## config.mk

```make
export PLATFORM = sky130hd
export DESIGN_NAME = final_merge_stage
export DESIGN_NICKNAME = d
export VERILOG_FILES = /design/src/mul_pkg.sv /design/src/final_merge_stage.sv
export SDC_FILE = /design/constraint.sdc
export NUM_CORES = 2
export LEC_CHECK = 0
export BUFFER_PORTS_ARGS = -buffer_cell sky130_fd_sc_hd__buf_2
export CORE_AREA = 4 4 606 608
export CTS_CLUSTER_SIZE = 30
export DETAILED_ROUTE_END_ITERATION = 8
export DIE_AREA = 0 0 610 612
export GPL_TIMING_DRIVEN = 1
export SYNTH_ARGS = -nofsm -noshare
export SYNTH_HDL_FRONTEND = slang
export SYNTH_SLANG_ARGS = --single-unit
```

## constraint.sdc

```tcl
create_clock -name clk -period 4.6 [get_ports clk]
set_input_delay 0.69 -clock clk [delete_from_list [all_inputs] [get_ports clk]]
set_output_delay 0.69 -clock clk [all_outputs]
set_load 0.03 [all_outputs]
```

## src/mul_pkg.sv

```systemverilog
// Widths, limb geometry, partial-product slot tables and bus types shared by the multiplier stages
package mul_pkg;

        // ------------------------------
        // Operand and limb geometry
        // ------------------------------
        localparam int OPERAND_W   = 256;                 // Operands and result
        localparam int X_LIMB_W    = 24;
        localparam int X_TOP_W     = 16;                  // Top x limb, bits 255:240
        localparam int X_LIMBS     = 11;
        localparam int Y_LIMB_W    = 16;
        localparam int Y_LIMBS     = 16;
        localparam int PP_W        = X_LIMB_W + Y_LIMB_W; // 40-bit limb product
        localparam int PP_COUNT    = 96;                  // Pairs with offset below 256
        localparam int COL_COUNT   = 19;                  // Stage 1 column sums
        localparam int GROUP_COUNT = 5;                   // Stage 2 group sums
        localparam int PP_IDX_W    = 4;                   // Fits limb index 0..15

        typedef logic [PP_COUNT-1:0][PP_IDX_W-1:0] pp_idx_tab_t;

        // Row-major walk by x limb then y limb
        // Pairs at offset 256 or more add nothing to the low half and get no slot
        function automatic pp_idx_tab_t build_pp_idx(input bit want_x);
                pp_idx_tab_t tab;
                int          s;
                tab = '0;
                s   = 0;
                for (int i = 0; i < X_LIMBS; i++) begin
                        for (int j = 0; j < Y_LIMBS; j++) begin
                                if (i * X_LIMB_W + j * Y_LIMB_W < OPERAND_W) begin
                                        tab[s] = want_x ? PP_IDX_W'(i) : PP_IDX_W'(j);
                                        s++;
                                end
                        end
                end
                return tab;
        endfunction

        // Slot s holds x limb PP_X_IDX[s] times y limb PP_Y_IDX[s]
        localparam pp_idx_tab_t PP_X_IDX = build_pp_idx(1'b1);
        localparam pp_idx_tab_t PP_Y_IDX = build_pp_idx(1'b0);

        // ------------------------------
        // Stage bus types
        // ------------------------------
        typedef logic [OPERAND_W-1:0] operand_t;

        typedef struct packed {
                operand_t x;
                operand_t y;
        } mul_req_t;

        typedef logic [PP_COUNT-1:0][PP_W-1:0] pp_set_t;    // Limb products, slot order
        typedef operand_t [COL_COUNT-1:0]      col_sums_t;  // Offset-aligned column sums
        typedef operand_t [GROUP_COUNT-1:0]    group_sums_t;

endpackage
```

## src/final_merge_stage.sv

```systemverilog
// Stages 3 and 4 of the low-half multiplier, folds the group sums into the 256-bit result
`timescale 1ns/1ns

module final_merge_stage (
        input  logic                 clk,
        input  logic                 rst_n,
        input  logic                 in_valid,
        output logic                 in_ready,
        input  mul_pkg::group_sums_t in_groups,
        output logic                 out_valid,
        input  logic                 out_ready,
        output mul_pkg::operand_t    out_result
);

        localparam int HI_BASE = 160;  // Bit offset of group 2

        typedef struct packed {
                mul_pkg::operand_t lo;  // Groups 0 and 1, base 0
                mul_pkg::operand_t hi;  // Groups 2 to 4, base 160
        } half_sums_t;

        half_sums_t halves;
        logic       halves_valid;
        logic       halves_ready;

        assign halves_ready = !out_valid || out_ready;
        assign in_ready     = !halves_valid || halves_ready;

        // ------------------------------
        // Stage 3, two half sums
        // ------------------------------
        always_ff @(posedge clk or negedge rst_n) begin
                if (!rst_n) begin
                        halves_valid <= 1'b0;
                        halves       <= '0;
                end else if (in_ready) begin
                        halves_valid <= in_valid;
                        if (in_valid) begin
                                halves.lo <= in_groups[0] + (in_groups[1] << 112);
                                halves.hi <= in_groups[2] + (in_groups[3] << 40)
                                           + (in_groups[4] << 72);
                        end
                end
        end

        // Stage 4, final fold, top carries wrap away
        always_ff @(posedge clk or negedge rst_n) begin
                if (!rst_n) begin
                        out_valid  <= 1'b0;
                        out_result <= '0;
                end else if (halves_ready) begin
                        out_valid <= halves_valid;
                        if (halves_valid) begin
                                out_result <= halves.lo + (halves.hi << HI_BASE);
                        end
                end
        end

endmodule

```

==> flow_metrics.py <==
metrics = {
    "synth": {
        "synth_xor_area_share_pct": 6.09,
        "syn_area_um2": 41000,
        "synth_edf_count": 0,
        "synth_top_family_by_area": "simple AND/OR/NAND/NOR gates",
        "synthMuxAreaShare_pct": 0.189,
        "ys_warn_count": 0,
        "yosys.area.top_type_share_pct": 37.2,
        "synth_nets": 6765,
        "async_flop_share_pct": 100,
        "synth.most_common_cell": "nand2_1",
        "yosys.area_share.simple_pct": 21.5,
        "synthTopCellsByArea": "dfrtp_1 (37%), nand2_1 (14%), ha_1 (9.9%)",
        "ys_seq_area_share_pct": 37.2,
        "syn_avg_cell_area_um2": 7.99,
        "synth_adder_area_share_pct": 11.2,
        "synth_cell_types": 77,
        "synth_cells": 5131,
        "synthFlopType": "dfrtp_1",
        "ys_ff_latch": 610,
        "synth_compound_area_share_pct": 20.6,
        "synthTopCellsByCount": "nand2_1 (1,529), dfrtp_1 (610), o21ai_0 (447), a21oi_1 (423), ha_1 (324)",
        "synth_area_leader_cell": "dfrtp_1",
    },
    "sta": {
        "final-setup-viol-count": 0,
        "slew_headroom_pct": 40.4,
        "hold_violations": 0,
        "tightest_slew_ns": 0.895,
        "min_period_ns": 4.41,
        "slew_violations": 0,
        "fin_crit_sh_pct": 95.9,
        "worst_slack_ns": 0.189,
        "hold_ws_ns": 0.190,
        "clock_skew_ns": 0.0676,
        "max_freq_mhz": 227,
    },
    "worst_setup_path": {
        "worstPathMaxFanout": 4,
        "max_stage_delay_ns": 0.49,
        "worstSetupPathType": "primary input to flip-flop",
        "cp-start-kind": "primary input",
        "slowest_stage": "a221o_2",
        "path_cells": "buf_2 -> ha_1 -> ha_1 -> fa_1 -> a21o_1 -> a21o_1 -> a211oi_1 -> o22ai_1 -> a221o_1 -> a221o_2 -> a211oi_2 -> buf_4 -> o31ai_1 -> buf_12 -> a31oi_1 -> buf_4 -> o31ai_1 -> a22o_1 -> a31o_1",
        "crit_family": "compound AO/OA/AOI/OAI gates",
        "cp.required_ns": 5.16,
        "cp_num_buf_inv": 4,
        "cp.arrival_ns": 4.97,
        "reg2regPathDepth": 14,
        "end_kind": "flip-flop",
        "crit_cells": 19,
    },
    "route": {
        "dr.pass1.iters": 6,
        "vias_per_cell": 3.76,
        "routed_wl_um": 234000,
        "drtIter0Drc": 2805,
        "drc": 0,
        "dr_total_vias": 41718,
        "wl_per_cell_um": 21.2,
        "postRouteAntennaNets": 0,
    },
    "die": {
        "core.rowCount": 221,
        "num_io_pins": 1542,
        "die_w_um": 610,
        "fp.coreArea_um2": 362000,
        "start_util_pct": 11.3,
        "die_area_um2": 373000,
        "chipHeight_um": 612,
    },
    "global_route": {
        "grt_overflow_total": 0,
        "grt_pass1_vias": 40999,
        "grt_use_met1_pct": 14.0,
        "grt.busiest_layer": "met2",
        "met3_usage_pct": 2.86,
        "antenna_found_initial": 122,
        "grt_max_degree": 140,
        "grt_pass1_wl_um": 319000,
        "use_met2_pct": 20.7,
        "grt_use_total_pct": 12.1,
    },
    "final_layout": {
        "syn_to_final_growth_pct": 38.0,
        "final_area_um2": 56500,
        "nets": 7833,
        "drive_gt1_share_pct": 22.9,
    },
    "clocking": {
        "clkLatencyLatePin_ns": 0.68,
        "cts_setup_buffers": 0,
        "cts_buffers": 76,
        "cts_tree": "built",
        "ctsLongestPathBuffers": 3,
        "htree_levels": 3,
        "clkSinkCount": 610,
        "cts_root_buffer": "clkbuf_16",
        "clk_pin_slew_ns": 0.07,
    },
    "run_status": {
        "status": "finished, final reports clean",
    },
    "pwr": {
        "p_per_area_nw_per_um2": 479,
        "ir_worst_vdd_mv": 0.351,
        "power_w": 0.0271,
        "leakagePower_nw": 26.5,
    },
    "placement": {
        "dp_slack_ns": -0.844,
        "numPortBuffers": 837,
        "detailed_place.area_um2": 53700,
        "gp_congestion": 0.914,
        "dp_hpwl_um": 202000,
    },
    "flow_run": {
        "maxCapViolCount": 0,
    },
    "min_path": {
        "min_path_type": "primary input to flip-flop",
        "whs_path_depth": 3,
    },
}
routing by layer:
layer / wire [µm] / vias up
li1: - / 19931
met1: 93800 / 19872
met2: 112000 / 1440
met3: 15100 / 455
met4: 13400 / 20
met5: 133 / -
tightest hold or removal path: stages:
cell and delay, ns:
buf_2 0.08, nand2_1 0.04, nand2_1 0.05
kinds of logic (layout without fill, tap and decap cells):
| group | count (synthesis) | in the layout |
|---|---|---|
| buffers and inverters | 353 | 1482 |
| other | 0 | 28 |
| xor gates and xnor gates | 285 | 285 |
| AOI/OAI and AO/OA | 1407 | 1407 |
| DFF | 610 | 610 |
| and+or+nand+nor | 2119 | 2119 |
| muxes | 7 | 7 |
| adders and majority gates | 350 | 350 |
through the flow:
| stage | TNS (ns) | util (%) | std cells |
|---|---|---|---|
| 6_report | 0 | 15.6 | 11082 |
| 5_1_grt | -0.00816 | 15.6 | 11071 |
| 4_1_cts | 0 | 15.6 | 11054 |
| 3_5_place_dp | -23.08 | 14.8 | 10914 |
| 3_3_place_gp | -24.57 | 14.8 | 10914 |
| 2_1_floorplan | 0 | - | 5131 |
sequential cells by signal, summed over array words and instances, names as in the netlist:
register	count
halves_valid	1
halves	352
out_valid	1
out_result	256
layout make-up:
class / count / area (µm²)
well taps: 4794 / 6000
clock inverters: 42 / 638
repair buffers: 1241 / 7630
diodes: 28 / 70.1
fillers: 41395 / 305000
inverters: 102 / 383
clock buffers: 97 / 2110
multi-input cells: 4168 / 24400
flip-flops and latches: 610 / 15300
repair_timing:
item | in CTS | in global routing
setup endpoints to repair | 4 | 10
resized for setup | 2 | 7
hold buffers | 1 | 0
endpoints found under the hold margin | 32 | 0
report_power, final:
| group | internal [W] | switching, W | leakage [nW] | total [W] |
|---|---|---|---|---|
| logic | 0.00423 | 0.00847 | 17.6 | 0.0127 |
| clock network | 0.00398 | 0.00278 | 1.35 | 0.00676 |
| registers | 0.00672 | 0.000907 | 7.53 | 0.00763 |
| total | 0.0149 | 0.0122 | 26.5 | 0.0271 |
path summary, 6_finish.rpt:
kind / from / end / slack (ns)
setup / recovery: in_groups[769] / halves[95] / 0.19
hold / removal: in_groups[538] / halves[26] / 0.19
setup reg to reg: halves[29] / out_result[255] / 0.20
hold reg to reg: halves[399] / out_result[143] / 0.40
max in group asynchronous: rst_n / out_result[144] / 2.91
min in group asynchronous: rst_n / halves[483] / 0.57
cells in the final DEF (no fill, tap or decap), drive strengths merged, types with 12 or more instances in the layout:
cell type and instances:
a211oi 30, a21boi 20, a21o 149, a21oi 424
a221oi 12, a31oi 30, and2 19, and3 19
buf 1240, bufinv 12, clkbuf 97, clkinv 17
dfrtp 610, diode 28, fa 26, ha 324
inv 112, nand2 1529, nand2b 21, nand3 45
nand4 116, nor2 231, nor2b 14, nor3 50
nor4 20, o211ai 18, o21a 31, o21ai 485
o21bai 94, o31ai 21, or2 15, or3 20
xnor2 168, xor2 117
No activity file was read; power rests on OpenSTA's default activity.
